`src/hw/stream_pkg.sv`:
```
package stream_pkg;

    // stream widths
    localparam int BYTE_WIDTH      = 8;
    localparam int WORD_DATA_WIDTH = 2 * BYTE_WIDTH;  // two bytes per word

    // fifo sizing
    localparam int BYTE_FIFO_DEPTH = 21;  // not a power of two, pointers wrap by compare
    localparam int WORD_FIFO_DEPTH = 8;   // 16 bytes of buffering

    // status thresholds, shared by both fifos
    localparam int FIFO_AF_THRESHOLD = 6;  // almost full when free entries <= this
    localparam int FIFO_AE_THRESHOLD = 1;  // almost empty when occupancy <= this

    // output pacing
    localparam int PACE_CYCLES    = 4;                     // min cycles between strobes
    localparam int PACE_CNT_WIDTH = $clog2(PACE_CYCLES);   // counter holds 0..PACE_CYCLES-1

    // overflow accounting
    localparam int DROP_COUNT_WIDTH = 16;  // saturates at all ones

    // one stream byte as it arrives from upstream
    typedef logic [BYTE_WIDTH-1:0] byte_t;

    // packed output word
    // data[7:0] is the first byte of the pair, data[15:8] the second
    // parity makes the count of ones over all 17 bits even
    typedef struct packed {
        logic                       parity;  // bit 16
        logic [WORD_DATA_WIDTH-1:0] data;    // bits 15:0
    } word_t;

endpackage

```
`src/hw/byte_intake.sv`:
```
`timescale 1ns/1ps

module byte_intake import stream_pkg::*; (
    input  logic                        clk,
    input  logic                        rst,
    input  logic                        in_strobe,     // one cycle per byte
    input  byte_t                       in_byte,
    input  logic                        fifo_full,     // byte fifo status
    output logic                        fifo_wr_en,
    output byte_t                       fifo_wr_data,
    output logic [DROP_COUNT_WIDTH-1:0] drop_count     // saturating
);

    logic  strobe_q;  // registered strobe in cycle n+1
    byte_t byte_q;    // registered byte

    // input register stage
    always_ff @(posedge clk) begin
        if (rst) begin
            strobe_q <= 1'b0;
        end else begin
            strobe_q <= in_strobe;
        end
    end

    always_ff @(posedge clk) begin
        if (in_strobe) begin
            byte_q <= in_byte;  // loaded only on a strobe
        end
    end

    // write straight into the fifo unless it is full
    assign fifo_wr_en   = strobe_q && !fifo_full;
    assign fifo_wr_data = byte_q;

    // drop accounting
    always_ff @(posedge clk) begin
        if (rst) begin
            drop_count <= '0;
        end else if (strobe_q && fifo_full && (drop_count != '1)) begin
            drop_count <= drop_count + 1'b1;  // stops at max
        end
    end

endmodule

```
`src/hw/byte_packer.sv`:
```
`timescale 1ns/1ps

module byte_packer import stream_pkg::*; (
    input  logic  clk,
    input  logic  rst,
    // byte fifo read side
    input  logic  byte_empty,
    output logic  byte_rd_en,
    input  byte_t byte_rd_data,    // valid one cycle after byte_rd_en
    // word fifo write side
    input  logic  word_full,
    output logic  word_wr_en,      // marks the end of a pair
    output word_t word_wr_data
);

    typedef enum logic [2:0] {
        S_RD_LO,   // pop first byte
        S_CAP_LO,  // first byte on read port
        S_RD_HI,   // pop second byte
        S_CAP_HI,  // second byte on read port, build word
        S_PUSH     // wait for room in word fifo
    } state_t;

    state_t state;
    state_t state_next;

    byte_t lo_q;    // first byte of the pair
    word_t word_q;  // assembled word with parity

    // next state
    always_comb begin
        state_next = state;
        case (state)
            S_RD_LO: begin
                if (!byte_empty) begin
                    state_next = S_CAP_LO;
                end
            end
            S_CAP_LO: state_next = S_RD_HI;
            S_RD_HI: begin
                if (!byte_empty) begin
                    state_next = S_CAP_HI;
                end
            end
            S_CAP_HI: state_next = S_PUSH;
            S_PUSH: begin
                if (!word_full) begin
                    state_next = S_RD_LO;  // pair done
                end
            end
            default: state_next = S_RD_LO;
        endcase
    end

    always_ff @(posedge clk) begin
        if (rst) begin
            state <= S_RD_LO;
        end else begin
            state <= state_next;
        end
    end

    // pops only when a byte is there
    assign byte_rd_en = ((state == S_RD_LO) || (state == S_RD_HI)) && !byte_empty;

    // payload capture, no reset needed
    always_ff @(posedge clk) begin
        if (state == S_CAP_LO) begin
            lo_q <= byte_rd_data;
        end
        if (state == S_CAP_HI) begin
            word_q.data   <= {byte_rd_data, lo_q};  // first byte low
            word_q.parity <= ^{byte_rd_data, lo_q}; // even total over 17 bits
        end
    end

    // push once there is space
    assign word_wr_en   = (state == S_PUSH) && !word_full;
    assign word_wr_data = word_q;

    // a word only leaves after both halves went through capture
    a_push_only_after_pair : assert property (
        @(posedge clk) disable iff (rst)
        word_wr_en |-> (state == S_PUSH) && ($past(state) inside {S_CAP_HI, S_PUSH})
    ) else $error("byte_packer: word push outside push state");

endmodule

```
`src/hw/stream_packer_top.sv`:
```
`timescale 1ns/1ps

module stream_packer_top import stream_pkg::*; (
    input  logic                        clk,
    input  logic                        rst,
    input  logic                        in_strobe,
    input  byte_t                       in_byte,
    input  logic                        hold,
    output logic                        out_strobe,
    output logic [WORD_DATA_WIDTH-1:0]  out_word,
    output logic                        out_parity,
    output logic [DROP_COUNT_WIDTH-1:0] drop_count,
    output logic                        in_almost_full,   // byte fifo status
    output logic                        out_almost_empty  // word fifo status
);

    // byte fifo links
    logic  byte_wr_en;
    byte_t byte_wr_data;
    logic  byte_full;
    logic  byte_rd_en;
    byte_t byte_rd_data;
    logic  byte_empty;

    // word fifo links
    logic  word_wr_en;
    word_t word_wr_data;
    logic  word_full;
    logic  word_rd_en;
    word_t word_rd_data;
    logic  word_empty;

    byte_intake u_byte_intake (
        .clk          (clk),
        .rst          (rst),
        .in_strobe    (in_strobe),
        .in_byte      (in_byte),
        .fifo_full    (byte_full),
        .fifo_wr_en   (byte_wr_en),
        .fifo_wr_data (byte_wr_data),
        .drop_count   (drop_count)
    );

    sync_fifo #(
        .payload_t (byte_t),
        .DEPTH     (BYTE_FIFO_DEPTH)
    ) u_byte_fifo (
        .clk          (clk),
        .rst          (rst),
        .wr_en        (byte_wr_en),
        .wr_data      (byte_wr_data),
        .rd_en        (byte_rd_en),
        .rd_data      (byte_rd_data),
        .empty        (byte_empty),
        .full         (byte_full),
        .almost_full  (in_almost_full),
        .almost_empty ()                 // not used on the byte side
    );

    byte_packer u_byte_packer (
        .clk          (clk),
        .rst          (rst),
        .byte_empty   (byte_empty),
        .byte_rd_en   (byte_rd_en),
        .byte_rd_data (byte_rd_data),
        .word_full    (word_full),
        .word_wr_en   (word_wr_en),
        .word_wr_data (word_wr_data)
    );

    sync_fifo #(
        .payload_t (word_t),
        .DEPTH     (WORD_FIFO_DEPTH)
    ) u_word_fifo (
        .clk          (clk),
        .rst          (rst),
        .wr_en        (word_wr_en),
        .wr_data      (word_wr_data),
        .rd_en        (word_rd_en),
        .rd_data      (word_rd_data),
        .empty        (word_empty),
        .full         (word_full),
        .almost_full  (),                // not used on the word side
        .almost_empty (out_almost_empty)
    );

    word_pacer u_word_pacer (
        .clk          (clk),
        .rst          (rst),
        .hold         (hold),
        .word_empty   (word_empty),
        .word_rd_en   (word_rd_en),
        .word_rd_data (word_rd_data),
        .out_strobe   (out_strobe),
        .out_word     (out_word),
        .out_parity   (out_parity)
    );

endmodule

```
`src/hw/sync_fifo.sv`:
```
`timescale 1ns/1ps

module sync_fifo import stream_pkg::*; #(
    parameter type payload_t = byte_t,        // entry type, byte or word
    parameter int  DEPTH     = BYTE_FIFO_DEPTH
) (
    input  logic     clk,
    input  logic     rst,
    input  logic     wr_en,         // caller checks full first
    input  payload_t wr_data,
    input  logic     rd_en,         // caller checks empty first
    output payload_t rd_data,       // valid the cycle after rd_en
    output logic     empty,
    output logic     full,
    output logic     almost_full,
    output logic     almost_empty
);

    localparam int PTR_WIDTH = (DEPTH > 1) ? $clog2(DEPTH) : 1;
    localparam int CNT_WIDTH = $clog2(DEPTH + 1);  // 0..DEPTH inclusive

    payload_t mem [DEPTH];  // storage, no reset

    logic [PTR_WIDTH-1:0] wr_ptr;
    logic [PTR_WIDTH-1:0] rd_ptr;
    logic [CNT_WIDTH-1:0] count;       // current occupancy
    logic [CNT_WIDTH-1:0] count_next;  // occupancy after this edge

    // advance a pointer, wrapping at DEPTH-1 so any depth works
    function automatic logic [PTR_WIDTH-1:0] ptr_inc(input logic [PTR_WIDTH-1:0] ptr);
        return (ptr == PTR_WIDTH'(DEPTH - 1)) ? '0 : ptr + 1'b1;
    endfunction

    // next occupancy, simultaneous read and write cancel out
    always_comb begin
        count_next = count;
        if (wr_en && !rd_en) begin
            count_next = count + 1'b1;
        end else if (rd_en && !wr_en) begin
            count_next = count - 1'b1;
        end
    end

    // pointers, occupancy and flags
    // flags come from count_next so they match the contents after the edge
    always_ff @(posedge clk) begin
        if (rst) begin
            wr_ptr       <= '0;
            rd_ptr       <= '0;
            count        <= '0;
            empty        <= 1'b1;
            full         <= 1'b0;
            almost_full  <= 1'b0;
            almost_empty <= 1'b1;
        end else begin
            if (wr_en) begin
                wr_ptr <= ptr_inc(wr_ptr);
            end
            if (rd_en) begin
                rd_ptr <= ptr_inc(rd_ptr);
            end
            count        <= count_next;
            empty        <= (count_next == '0);
            full         <= (count_next == CNT_WIDTH'(DEPTH));
            almost_full  <= (int'(count_next) + FIFO_AF_THRESHOLD >= DEPTH);  // free <= AF
            almost_empty <= (int'(count_next) <= FIFO_AE_THRESHOLD);
        end
    end

    // storage write
    always_ff @(posedge clk) begin
        if (wr_en) begin
            mem[wr_ptr] <= wr_data;
        end
    end

    // registered read port, holds last value between reads
    always_ff @(posedge clk) begin
        if (rd_en) begin
            rd_data <= mem[rd_ptr];
        end
    end

    // writers and readers live outside, these catch a caller ignoring the flags
    a_no_write_when_full : assert property (
        @(posedge clk) disable iff (rst) wr_en |-> !full
    ) else $error("sync_fifo: write while full");

    a_no_read_when_empty : assert property (
        @(posedge clk) disable iff (rst) rd_en |-> !empty
    ) else $error("sync_fifo: read while empty");

endmodule

```
`src/hw/word_pacer.sv`:
```
`timescale 1ns/1ps

module word_pacer import stream_pkg::*; (
    input  logic                       clk,
    input  logic                       rst,
    input  logic                       hold,          // level that pauses output
    input  logic                       word_empty,
    output logic                       word_rd_en,
    input  word_t                      word_rd_data,  // registered in the fifo
    output logic                       out_strobe,    // one cycle per word
    output logic [WORD_DATA_WIDTH-1:0] out_word,
    output logic                       out_parity
);

    logic [PACE_CNT_WIDTH-1:0] pace_cnt;  // cycles left before next read allowed

    // read when spacing expired, data waiting and not held
    assign word_rd_en = (pace_cnt == '0) && !word_empty && !hold;

    // pacing down-counter
    // loads on a read so the next read comes PACE_CYCLES later
    always_ff @(posedge clk) begin
        if (rst) begin
            pace_cnt <= '0;
        end else if (word_rd_en) begin
            pace_cnt <= PACE_CNT_WIDTH'(PACE_CYCLES - 1);
        end else if (pace_cnt != '0) begin
            pace_cnt <= pace_cnt - 1'b1;
        end
    end

    // strobe lines up with the fifo read register one cycle after rd_en
    always_ff @(posedge clk) begin
        if (rst) begin
            out_strobe <= 1'b0;
        end else begin
            out_strobe <= word_rd_en;
        end
    end

    // word fields straight off the fifo read register
    // it only changes on a read so it stays put between strobes
    assign out_word   = word_rd_data.data;
    assign out_parity = word_rd_data.parity;

    // spacing as seen at the output pins
    a_min_strobe_spacing : assert property (
        @(posedge clk) disable iff (rst)
        out_strobe |=> !out_strobe [*(PACE_CYCLES - 1)]
    ) else $error("word_pacer: strobes closer than PACE_CYCLES");

endmodule

```
`config.mk`:
```
export PLATFORM = sky130hd
export DESIGN_NAME = stream_packer_top
export DESIGN_NICKNAME = d
export VERILOG_FILES = /design/src/hw/stream_pkg.sv /design/src/hw/byte_intake.sv /design/src/hw/byte_packer.sv /design/src/hw/stream_packer_top.sv /design/src/hw/sync_fifo.sv /design/src/hw/word_pacer.sv
export SDC_FILE = /design/constraint.sdc
export NUM_CORES = 1
export LEC_CHECK = 0
export BUFFER_PORTS_ARGS = -buffer_cell sky130_fd_sc_hd__clkbuf_2
export CORE_MARGIN = 2
export CORE_UTILIZATION = 45
export CTS_BUF_LIST = sky130_fd_sc_hd__clkbuf_2
export DETAILED_ROUTE_END_ITERATION = 8
export PLACE_DENSITY = 0.72
export SYNTH_ARGS = -nofsm -noshare
export SYNTH_HDL_FRONTEND = slang
export SYNTH_SLANG_ARGS = --single-unit
```
`constraint.sdc`:
```
create_clock -name clk -period 3.85 [get_ports clk]
set_input_delay 0.385 -clock clk [delete_from_list [all_inputs] [get_ports clk]]
set_output_delay 0.385 -clock clk [all_outputs]
set_load 0.05 [all_outputs]
```
==> results.md, run 1 <==
- Worst-skew pair later-pin latency: 0.93 ns
- Yosys warning total: 0
- Clock buffers created by TritonCTS: 98
- Synth Area in Compound Gates: 1.96%
- Clk pin slew, worst setup/hold paths: 0.12 ns
- Half-perimeter wire length after placement: 17,500 um
- Remaining routing DRC violations: 0
- Io pins: 48
- Endpoint kind of the worst setup timing path: register
- Gate count of the mapped netlist: 884
- Highest net fanout along the worst path: 10
- Area of the mapped netlist: 0.0162 sq mm
- Outcome: finished clean
- Remaining Overflow, GRT: 0
- Detailed-route wire length: 29,100 um
- Final setup TNS: 0 ns
- Total Nets Final: 1,050
- Met1 Wirelength: 12,800 um
- Die height: 194 um
- Cell area after placement: 0.0170 sq mm
- Hold crit path type: in -> reg
- Most common cell after layout, fill and taps aside: sky130_fd_sc_hd__edfxtp_1
- Proportion of layout cells with a drive suffix above 1: 31.4%
- Final estimated routing congestion in global placement: 0.791
- Sort of element at the start of the critical path: register
- Port-buffer cells: 47
- Main combinational cell family by area after synthesis: multiplexers
- Cell occurring most often along the worst timing path: sky130_fd_sc_hd__or3_1
- Multiplexer fraction of the synthesized cell area: 13.1%
- Length of routed met2 wiring: 14,600 um
- Total Die Area: 0.0376 sq mm
- Maximum level of the CTS H-tree: 3
- Cells traversed along the worst timing path: or3_1 > and3_4 > or3_1 > nand2_1 > inv_1 > ha_1 > nand3b_1 > o21bai_1 > or3b_1 > a221oi_2
- Number of antenna violations at the first check in global routing: 1
- Power per unit of standard cell area: 558 mW/mm^2
- Via density per instance: 5.25
- Number of distinct library cells after synthesis: 59
- Final routed wire length divided by cell count: 18.7 um
- Number of hold violations in the final report: 0
- Number of violations reported at the end of detailed-routing iteration 0: 588
- Clk sink count: 416
- X dimension of the die: 194 um
- DR vias: 8,187
- Arrival time worst endpoint: 3.93 ns
- Largest net degree at the start of global routing: 44
- Core region area: 0.0356 sq mm
- Leakage power of the design: 5.96 nW
- Filler cells: 2,944
- Type of the worst setup path: reg -> reg
- Worst Max-Slew Pin Slew: 1.21 ns
- Commonest non-fill, non-tap cells in the layout: sky130_fd_sc_hd__edfxtp_1, sky130_fd_sc_hd__clkbuf_2, sky130_fd_sc_hd__mux4_2
- Highest metal layer with signal wires: met4
- Wire length of the first global-routing pass: 46,200 um
- Total iterations of the first detailed-routing run: 5
- Slowest CP cell: sky130_fd_sc_hd__or3_1
- Max-slew violation count: 0
- Required time at the endpoint of the critical path: 4.66 ns
- Predominant post-synthesis flop cell: sky130_fd_sc_hd__edfxtp_1
- Number of setup violations in the final report: 0
- Xor/xnor cell area share of the yosys netlist: 2.32%
- Crit share post-route: 81.1%
- Worst IR Drop VDD: 0.292 mV
- Setup repair after global routing missed its margin: false
- Post-synthesis share of cell area spent on full adders, half adders and majority gates: 1.39%
- Flip-flop and latch count after synthesis: 416
- Mean cell area of the mapped netlist: 18.4 sq um
- Slowest Stage Delay on Critical Path: 0.58 ns
- Maximum number of buffers from clock root to sink: 3
- Time the worst path needs with I/O delays and setup: 3.12 ns
- Amount of wire on met3 after detailed routing: 1290 um
- Setup Skew: 0.0757 ns
- Total routing usage reported by global routing: 15.7%
- Placement row count: 69
- Post-cts sizing count: 0
- Total Power: 10.0 mW
- Clock Root Buffer: sky130_fd_sc_hd__clkbuf_2
- Sequential area share after synthesis: 73.6%
- Via count of the first global-routing pass: 8,540
- Clock tree from TritonCTS: yes
- Post-synthesis simple-gate area fraction: 5.90%
- Maximum operating frequency: 320 MHz
- Share of async-settable or async-resettable flops after synthesis: 0%
- Synthesized Nets: 914
- Finished Cell Area: 0.0180 sq mm
- Layout-stage area growth over the synthesis result: 10.9%
- Effective utilization at floorplan: 45.6%
- EDFF count, synth: 362
- Max-capacitance violation count: 0
- Final ANT Viol Nets: 0
- Remaining max-slew budget at the tightest pin: 19.1%
## flip-flops by register name, summed over array words and instances (netlist names), 4 cells and up
name / cells
u_word_fifo.count: 4
u_byte_fifo.wr_ptr: 5
u_byte_fifo.count: 5
u_byte_intake.drop_count: 16
u_byte_fifo.rd_ptr: 5
u_byte_fifo.rd_data: 8
u_word_fifo.rd_data: 17
u_byte_intake.fifo_wr_data: 8
u_byte_packer.lo_q: 8
u_byte_packer.word_wr_data: 17
u_byte_fifo.mem: 168
u_word_fifo.mem: 136
## metrics by stage
stage	instances	hold slack [ns]	util, %	setup WS (ns)
floorplan	884	0.447	-	1.02
global placement	1371	0.457	47.8	0.856
detailed placement	1371	0.459	47.8	0.765
CTS	1557	0.0743	50.6	0.706
global route	1558	0.0851	50.6	0.523
finish	1558	0.176	50.6	0.729
## worst max-delay path: cells and delay by family (launching register included)
kind / cells / cell delay (ns)
fa+ha+maj: 1 / 0.25
buf+inv: 1 / 0.06
simple gates: 6 / 1.93
flops: 1 / 0.39
compound gates: 2 / 0.39
## Yosys cell counts, types with 2 or more instances
library cell                 n  area [sq um]
sky130_fd_sc_hd__and3_4      2          22.5
sky130_fd_sc_hd__nor2_1     77           289
sky130_fd_sc_hd__nand3_1     7          35.0
sky130_fd_sc_hd__or3b_2      2          17.5
sky130_fd_sc_hd__clkbuf_8    2          27.5
sky130_fd_sc_hd__or3_1       5          31.3
sky130_fd_sc_hd__nand3b_1    2          15.0
sky130_fd_sc_hd__nor3_1     12          60.1
sky130_fd_sc_hd__mux4_2     82          1850
sky130_fd_sc_hd__and3_1      2          12.5
sky130_fd_sc_hd__a31o_2      2          17.5
sky130_fd_sc_hd__nand2_1    46           173
sky130_fd_sc_hd__buf_6       2          22.5
sky130_fd_sc_hd__ha_1       18           225
sky130_fd_sc_hd__dfxtp_1    54          1080
sky130_fd_sc_hd__o22ai_1     3          18.8
sky130_fd_sc_hd__and4_1      3          26.3
sky130_fd_sc_hd__a21oi_1    24           120
sky130_fd_sc_hd__mux2i_1     9          90.1
sky130_fd_sc_hd__buf_1       5          18.8
sky130_fd_sc_hd__nand4_1    11          68.8
sky130_fd_sc_hd__nor2b_1     2          12.5
sky130_fd_sc_hd__and2_1      7          43.8
sky130_fd_sc_hd__nor3b_1     2          15.0
sky130_fd_sc_hd__xnor2_1    26           228
sky130_fd_sc_hd__mux2_2     17           191
sky130_fd_sc_hd__o21ai_0     2          10.0
sky130_fd_sc_hd__xor2_1     17           149
sky130_fd_sc_hd__clkbuf_1   19          71.3
sky130_fd_sc_hd__nand2b_1    5          31.3
sky130_fd_sc_hd__edfxtp_1  362         10900
sky130_fd_sc_hd__nor4_1      4          25.0
sky130_fd_sc_hd__inv_1      15          56.3
sky130_fd_sc_hd__buf_2       9          45.0
sky130_fd_sc_hd__a31oi_1     3          18.8
## power by group
part           total, mW  internal, mW  switching, mW
Clock               2.80          1.16           1.64
Combinational       1.77         0.847          0.920
Sequential          5.47          5.20          0.271
Total               10.0          7.21           2.83
## layout make-up
cell class | instances | area, sq um | share of cell area (%)
sequential | 416 | 12000 | 66.4
multi-input combinational | 413 | 4020 | 22.3
clock buffer | 150 | 751 | 4.17
tap | 461 | 577 | 3.20
timing repair buffer | 75 | 483 | 2.68
clock inverter | 26 | 155 | 0.862
inverter | 16 | 65.1 | 0.361
antenna | 1 | 2.50 | 0.0139
## path summary, 6_finish.rpt
check | start | to | slack, ns | cells after the start
setup reg to reg | u_byte_packer.state[2] | u_byte_fifo.almost_full | 0.73 | 10
hold / removal | in_byte[6] | u_byte_intake.fifo_wr_data[6] | 0.18 | 2
hold reg to reg | u_byte_packer.lo_q[6] | u_byte_packer.word_wr_data[6] | 0.48 | 0
setup / recovery | u_byte_packer.state[2] | u_byte_fifo.almost_full | 0.73 | 10
## cell families after synthesis
kind of cell	Yosys count
AO/OA/AOI/OAI	48
XOR/XNOR	43
adder cells (fa/ha/maj)	18
buffers and inverters	55
flip-flops	416
multiplexers	108
AND/OR/NAND/NOR	196
## layer usage
layer  vias to the layer above  track usage (%)
li1                       3805                -
met1                      4121             20.3
met2                       220             26.6
met3                        41             3.44
met4                         0             5.11
met5                         -                0
## timing repair
item | CTS | global route
hold buffers | 10 | 0
buffers inserted | 0 | 0
endpoints found under the hold margin | 23 | 0
endpoints found under the setup margin | 0 | 0
Power figures use the tool's default switching activity.
==> inputs of run 2 (changes only) <==
- clock period: 3.85 -> 2.9 ns (I/O delays scaled with it)
==> run 2 against run 1 <==
- critical path depth unchanged
- critical path type unchanged
- global-route usage increased by 0.46 points
- largest cell class unchanged
- flip-flop and latch count stayed put
- sequential share of layout area fell by 0.93 points
- critical endpoint unchanged
==> results.md, run 2 (synthesis results as in run 1) <==
- Hold crit path type: in -> reg
- Arrival time worst endpoint: 3.58 ns (-0.35 ns)
- Clock Root Buffer: sky130_fd_sc_hd__clkbuf_2
- Total routing usage reported by global routing: 16.2% (+0.46 points)
- Number of setup violations in the final report: 0 (unchanged)
- Setup repair after global routing missed its margin: false
- Final setup TNS: 0 ns (unchanged)
- Highest net fanout along the worst path: 9 (-1)
- DR vias: 8,218 (+0.38%)
- Maximum level of the CTS H-tree: 3 (unchanged)
- Antenna cell count: 0 (-1)
- Clock tree from TritonCTS: yes
- Clk pin slew, worst setup/hold paths: 0.11 ns (about the same)
- Sequential cell area: 0.0120 sq mm (about the same)
- Crit share post-route: 94.1% (+13 points)
- Sort of element at the start of the critical path: register
- Final routed wire length divided by cell count: 19.0 um (+1.7%)
- Outcome: finished clean
- Post-layout utilization of the core: 51.3% (+0.72 points)
- Max-slew violation count: 0 (unchanged)
- Clk sink count: 416 (unchanged)
- Core region area: 0.0356 sq mm (unchanged)
- Wire length of the first global-routing pass: 47,100 um (+2.0%)
- Total Die Area: 0.0376 sq mm (unchanged)
- Effective utilization at floorplan: 45.6% (unchanged)
- Largest net degree at the start of global routing: 45 (+2.3%)
- Footprint of the multi-input gates: 0.00402 sq mm (unchanged)
- Filler cells: 2,889 (-1.9%)
- Layout-stage area growth over the synthesis result: 12.5%
- Remaining max-slew budget at the tightest pin: 34.7% (+16 points)
- Registers with the most flip-flops: u_byte_fifo.mem (168), u_word_fifo.mem (136)
- Remaining Overflow, GRT: 0 (unchanged)
- Maximum number of buffers from clock root to sink: 3 (unchanged)
- Max-capacitance violation count: 0 (unchanged)
- Io pins: 48 (unchanged)
- Time the worst path needs with I/O delays and setup: 2.73 ns (-0.393 ns)
- Final ANT Viol Nets: 0 (unchanged)
- Flip-flop count of the largest register, all copies and words added: 168 (unchanged)
- Number of hold violations in the final report: 0 (unchanged)
- Most common cell after layout, fill and taps aside: sky130_fd_sc_hd__edfxtp_1
- X dimension of the die: 194 um (unchanged)
- Placement row count: 69 (unchanged)
- Clock buffers created by TritonCTS: 97 (-1.0%)
- Proportion of layout cells with a drive suffix above 1: 31.2% (-0.18 points)
- Type of the worst setup path: reg -> reg
- Required time at the endpoint of the critical path: 3.75 ns (-0.91 ns)
- Setup Fix Bufs, Post-CTS: 0 (unchanged)
- Endpoint kind of the worst setup timing path: register
- Port-buffer cells: 47 (unchanged)
- Power per unit of standard cell area: 749 mW/mm^2 (+34%)
- Maximum operating frequency: 367 MHz (+14%)
- Leakage power of the design: 6.07 nW (+1.8%)
- Detailed-route wire length: 29,900 um (+2.8%)
- Number of antenna violations at the first check in global routing: 0 (-1)
- Register with the most flip-flops: u_byte_fifo.mem
- Total Nets Final: 1,068 (+1.7%)
- Via density per instance: 5.21 (-0.77%)
- Die height: 194 um (unchanged)
- Via count of the first global-routing pass: 8,664 (+1.5%)
- Number of violations reported at the end of detailed-routing iteration 0: 578 (-1.7%)
- Remaining routing DRC violations: 0 (unchanged)
- Worst IR Drop VDD: 0.494 mV (+69%)
- Commonest non-fill, non-tap cells in the layout: sky130_fd_sc_hd__edfxtp_1, sky130_fd_sc_hd__clkbuf_2, sky130_fd_sc_hd__mux4_2
- Half-perimeter wire length after placement: 17,200 um (-1.6%)
- Worst-skew pair later-pin latency: 0.95 ns (+0.02 ns)
- Total iterations of the first detailed-routing run: 5 (unchanged)
- Worst Max-Slew Pin Slew: 0.979 ns (-0.232 ns)
- Setup Skew: 0.0756 ns (-0.0000339 ns)
- Final estimated routing congestion in global placement: 0.796 (+0.56%)
run 2: final timing paths:
path | endpoint | startpoint | slack, ns | depth (start not counted)
max | u_byte_fifo.almost_full | u_byte_packer.state[0] | 0.17 | 10
min reg2reg | u_byte_packer.word_wr_data[6] | u_byte_packer.lo_q[6] | 0.48 | 0
max reg2reg | u_byte_fifo.almost_full | u_byte_packer.state[0] | 0.17 | 10
min | u_byte_intake.drop_count[2] | rst | 0.15 | 2
run 2: through the flow:
stage | cell area, sq um | power [mW] | setup WS, ns | cells | hold WS [ns]
4_1_cts | 18300 | 13.8 | 0.122 | 1576 | 0.0648
2_1_floorplan | 16200 | 9.23 | 0.0741 | 884 | 0.371
3_3_place_gp | 17100 | 9.79 | 0.208 | 1382 | 0.466
6_report | 18300 | 13.7 | 0.172 | 1576 | 0.153
3_5_place_dp | 17100 | 9.84 | 0.164 | 1382 | 0.464
5_1_grt | 18300 | 14.4 | 0.0524 | 1576 | 0.0821
run 2: final cells by class:
cell class | instances | area share [%]
well taps | 461 | 3.16
inverters | 16 | 0.356
multi-input cells | 413 | 22.0
flip-flops and latches | 416 | 65.5
repair buffers | 94 | 3.67
clock buffers | 137 | 3.75
clock inverters | 39 | 1.60
run 2: what timing repair did:
item / 4_1_cts / 5_1_grt
setup endpoints to repair: 0 / 1
hold buffers: 18 / 0
hold endpoints to repair: 23 / 0
gates resized for setup: 0 / 1
run 2: power by group:
group	leakage [nW]	switching, mW	internal [mW]	total (mW)
Combinational	1.65	1.31	1.19	2.50
Clock	0.707	2.25	1.73	3.98
Sequential	3.71	0.293	6.90	7.20
run 2: worst max-delay path, stage by stage (launching register included):
cell,delay [ns]
sky130_fd_sc_hd__dfxtp_1,0.32
sky130_fd_sc_hd__or3_1,0.38
sky130_fd_sc_hd__buf_4,0.20
sky130_fd_sc_hd__inv_6,0.07
sky130_fd_sc_hd__xnor2_1,0.09
sky130_fd_sc_hd__a221o_2,0.38
sky130_fd_sc_hd__ha_1,0.29
sky130_fd_sc_hd__nand3b_1,0.17
sky130_fd_sc_hd__o21bai_1,0.12
sky130_fd_sc_hd__or3b_1,0.37
sky130_fd_sc_hd__a221oi_2,0.26
run 2: routing by layer:
| metal | global-route usage, % | wire [um] |
|---|---|---|
| met2 | 26.8 | 15000 |
| met4 | 4.91 | 428 |
| met5 | 0 | 0 |
| met1 | 21.3 | 12800 |
| met3 | 4.00 | 1660 |
==> inputs of run 3 (changes only) <==
- ABC_AREA: unset -> 1
==> run 3 against run 2 <==
- via count grew 34%
- fmax rose by 20%
- sequential power shrank 2%
- worst setup slack better by 0.45 ns
- hold slack better by 0.11 ns
- area after synthesis rose by 2.9%
- non-clock buffer count shrank 2
- clock skew rose by 0.018 ns
- flip-flop and latch count did not move
- total power is 1.5% lower
- clock power fell by 2%
==> results.md, run 3 <==
- Outcome: finished clean
- Total routing usage reported by global routing: 18.2% (+2.0 points)
- Worst-skew pair later-pin latency: 1.02 ns (+0.07 ns)
- Final setup TNS: 0 ns (unchanged)
- Sort of element at the start of the critical path: register
- Yosys warning total: 0 (unchanged)
- Flip-flop and latch count after synthesis: 416 (unchanged)
- Power per unit of standard cell area: 722 mW/mm^2 (-3.6%)
- Layout-stage area growth over the synthesis result: 11.7%
- Io pins: 48 (unchanged)
- Endpoint kind of the worst setup timing path: register
- Post-synthesis cell type with the largest combined area: sky130_fd_sc_hd__edfxtp_1
- Core region area: 0.0366 sq mm (+2.9%)
- Number of distinct library cells after synthesis: 41 (-31%)
- Number of antenna violations at the first check in global routing: 1 (+1)
- Crit path buffers/inverters: 5 (+3)
- Placement row count: 70 (+1.4%)
- Footprint of the multi-input gates: 0.00420 sq mm (+4.5%)
- Most frequently used cell type in the post-synthesis netlist: sky130_fd_sc_hd__edfxtp_1
- Flip-flop count of the largest register, all copies and words added: 168 (unchanged)
- Via density per instance: 5.28 (+1.3%)
- Met1 Wirelength: 14,800 um (+15%)
- DR vias: 11,000 (+34%)
- Type of the worst setup path: reg -> reg
- Clk sink count: 416 (unchanged)
- Slowest Stage Delay on Critical Path: 0.57 ns (+0.19 ns)
- Highest net fanout along the worst path: 19 (+10)
- Total iterations of the first detailed-routing run: 6 (+1)
- Length of routed met2 wiring: 17,100 um (+14%)
- Effective utilization at floorplan: 45.6% (about the same)
- Most common cell after layout, fill and taps aside: sky130_fd_sc_hd__edfxtp_1
- Synth top area share: 65.1% (-1.9 points)
- Most frequent cells after synthesis: sky130_fd_sc_hd__edfxtp_1, sky130_fd_sc_hd__nor2_1, sky130_fd_sc_hd__o21ai_0
- Gate count of the mapped netlist: 1,397 (+58%)
- Die height: 197 um (+1.4%)
- Port-buffer cells: 47 (unchanged)
- Maximum level of the CTS H-tree: 3 (unchanged)
- Total Die Area: 0.0387 sq mm (+2.8%)
- Register with the most flip-flops: u_byte_fifo.mem
- X dimension of the die: 197 um (+1.4%)
- Sequential area share after synthesis: 71.5% (-2.1 points)
- Registers with the most flip-flops: u_byte_fifo.mem (168), u_word_fifo.mem (136)
- Number of hold violations in the final report: 0 (unchanged)
- Total Nets Final: 1,559 (+46%)
- Commonest non-fill, non-tap cells in the layout: sky130_fd_sc_hd__edfxtp_1, sky130_fd_sc_hd__nor2_1, sky130_fd_sc_hd__clkbuf_2
- Slowest CP cell: sky130_fd_sc_hd__dlygate4sd3_1
- Sequential cell area: 0.0120 sq mm (about the same)
- Post-layout utilization of the core: 51.0% (-0.36 points)
- Required time at the endpoint of the critical path: 3.86 ns (+0.11 ns)
- Remaining Overflow, GRT: 0 (unchanged)
- Wire length of the first global-routing pass: 55,000 um (+17%)
- Clock Root Buffer: sky130_fd_sc_hd__clkbuf_2
- Proportion of layout cells with a drive suffix above 1: 17.2% (-14 points)
- Max-slew violation count: 0 (unchanged)
- Crit share post-route: 78.4% (-16 points)
- Combinational Power Share: 18.6% (+0.3 points)
- Cell family contributing the most delay on the critical path: buffers and inverters
- Cell types occupying the most area after synthesis: sky130_fd_sc_hd__edfxtp_1, sky130_fd_sc_hd__nor2_1, sky130_fd_sc_hd__dfxtp_1, sky130_fd_sc_hd__o21ai_0, sky130_fd_sc_hd__nand2_1
- Predominant post-synthesis flop cell: sky130_fd_sc_hd__edfxtp_1
- Highest metal layer with signal wires: met4
- Setup repair after global routing missed its margin: false
- Via count of the first global-routing pass: 10,500 (+21%)
- Setup Fix Bufs, Post-CTS: 0 (unchanged)
- Max-capacitance violation count: 0 (unchanged)
- Maximum number of buffers from clock root to sink: 3 (unchanged)
- Clock tree from TritonCTS: yes
- Switching share of power: 31.1% (+2.9 points)
- Cells traversed along the worst timing path: inv_1 > ha_1 > inv_2 > nor3_4 > buf_4 > inv_1 > a31oi_1 > dlygate4sd3_1
- Cell occurring most often along the worst timing path: sky130_fd_sc_hd__inv_1
- Half-perimeter wire length after placement: 21,100 um (+22%)
- Number of setup violations in the final report: 0 (unchanged)
- Switch Pwr: 4.20 mW (+8.8%)
- Worst Max-Slew Pin Slew: 0.907 ns (-0.0727 ns)
- Hold crit path type: in -> reg
- Maximum operating frequency: 440 MHz (+20%)
- Final ANT Viol Nets: 0 (unchanged)
- Amount of wire on met3 after detailed routing: 2350 um (+42%)
- Clk pin slew, worst setup/hold paths: 0.10 ns (about the same)
- Final estimated routing congestion in global placement: 0.854 (+7.3%)
- Arrival time worst endpoint: 3.23 ns (-0.35 ns)
- Clock Power Share: 29.0% (about the same)
- Remaining routing DRC violations: 0 (unchanged)
- EDFF count, synth: 362 (unchanged)
- Remaining max-slew budget at the tightest pin: 39.5% (+4.8 points)
- Filler cells: 3,179 (+10%)
- Detailed-route wire length: 35,000 um (+17%)
- Leakage power of the design: 6.65 nW (+9.5%)
- Internal Pwr Total: 9.28 mW (-5.5%)
- Largest net degree at the start of global routing: 84 (+87%)
- Clock buffers created by TritonCTS: 100 (+3.1%)
- Area of the mapped netlist: 0.0167 sq mm (+2.9%)
- Worst IR Drop VDD: 0.402 mV (-19%)
- Time the worst path needs with I/O delays and setup: 2.27 ns (-0.455 ns)
- Final routed wire length divided by cell count: 16.8 um (-11%)
- Setup Skew: 0.0938 ns (+0.0181 ns)
- Share of async-settable or async-resettable flops after synthesis: 0% (unchanged)
- Mean cell area of the mapped netlist: 12.0 sq um (-35%)
- Number of violations reported at the end of detailed-routing iteration 0: 875 (+51%)
- Register share of total power: 52.4% (-0.2 points)
- Synthesized Nets: 1,427 (+56%)
==> run 3: layout make-up <==
cell class / count / area share, %
Antenna cell: 3 / 0.0402
Clock buffer: 145 / 3.89
Clock inverter: 38 / 1.33
Inverter: 78 / 1.58
Multi-Input combinational cell: 841 / 22.5
Sequential cell: 416 / 64.0
Tap cell: 468 / 3.14
Timing Repair Buffer: 92 / 3.49
==> run 3: power groups by stage <==
stage               registers (mW)  logic, mW  clock network, mW
floorplan                     7.26       1.74                  0
global placement              7.19       2.40                  0
detailed placement            7.20       2.48                  0
CTS                           7.07       2.52               4.03
global route                  7.10       2.81               4.31
finish                        7.06       2.51               3.91
==> run 3: cell families (layout without fill, tap and decap cells) <==
kind of cell             count (synthesis)  after routing  synth area share (%)
AO/OA/AOI/OAI                          290            290                  9.56
other                                    0              3                     0
XOR/XNOR                                21             21                  1.15
flip-flops                             416            416                  71.5
buffers and inverters                  140            353                  3.39
adder cells (fa/ha/maj)                 18             18                  1.35
AND/OR/NAND/NOR                        512            512                  13.0
==> run 3: metal layers <==
metal	GRT usage, %	vias up
met1	23.3	5228
met3	4.59	70
met2	30.0	399
met5	0	-
li1	-	5298
met4	7.10	0
==> run 3: through the flow <==
stage	worst slack [ns]	power, mW	hold slack (ns)	cells	instance area [sq um]
final	0.627	13.5	0.263	2081	18700
after global routing	0.484	14.2	0.187	2079	18700
after CTS	0.628	13.6	0.162	2078	18700
after detailed placement	0.772	9.68	0.457	1874	17500
after global placement	0.772	9.59	0.448	1874	17500
after floorplan	0.441	9.00	0.389	1397	16700
==> run 3: final timing paths <==
path / startpoint / endpoint / slack [ns] / depth (start not counted)
hold reg to reg: u_byte_packer.lo_q[4] / u_byte_packer.word_wr_data[4] / 0.46 / 0
setup / recovery: u_word_pacer.pace_cnt[0] / u_word_pacer.pace_cnt[0] / 0.63 / 8
hold / removal: in_strobe / u_byte_intake.fifo_wr_data[7] / 0.26 / 2
setup reg to reg: u_word_pacer.pace_cnt[0] / u_word_pacer.pace_cnt[0] / 0.63 / 8
==> run 3: what timing repair did <==
item	CTS	global route
hold endpoints to repair	60	0
gates resized for setup	0	0
hold buffers	21	0
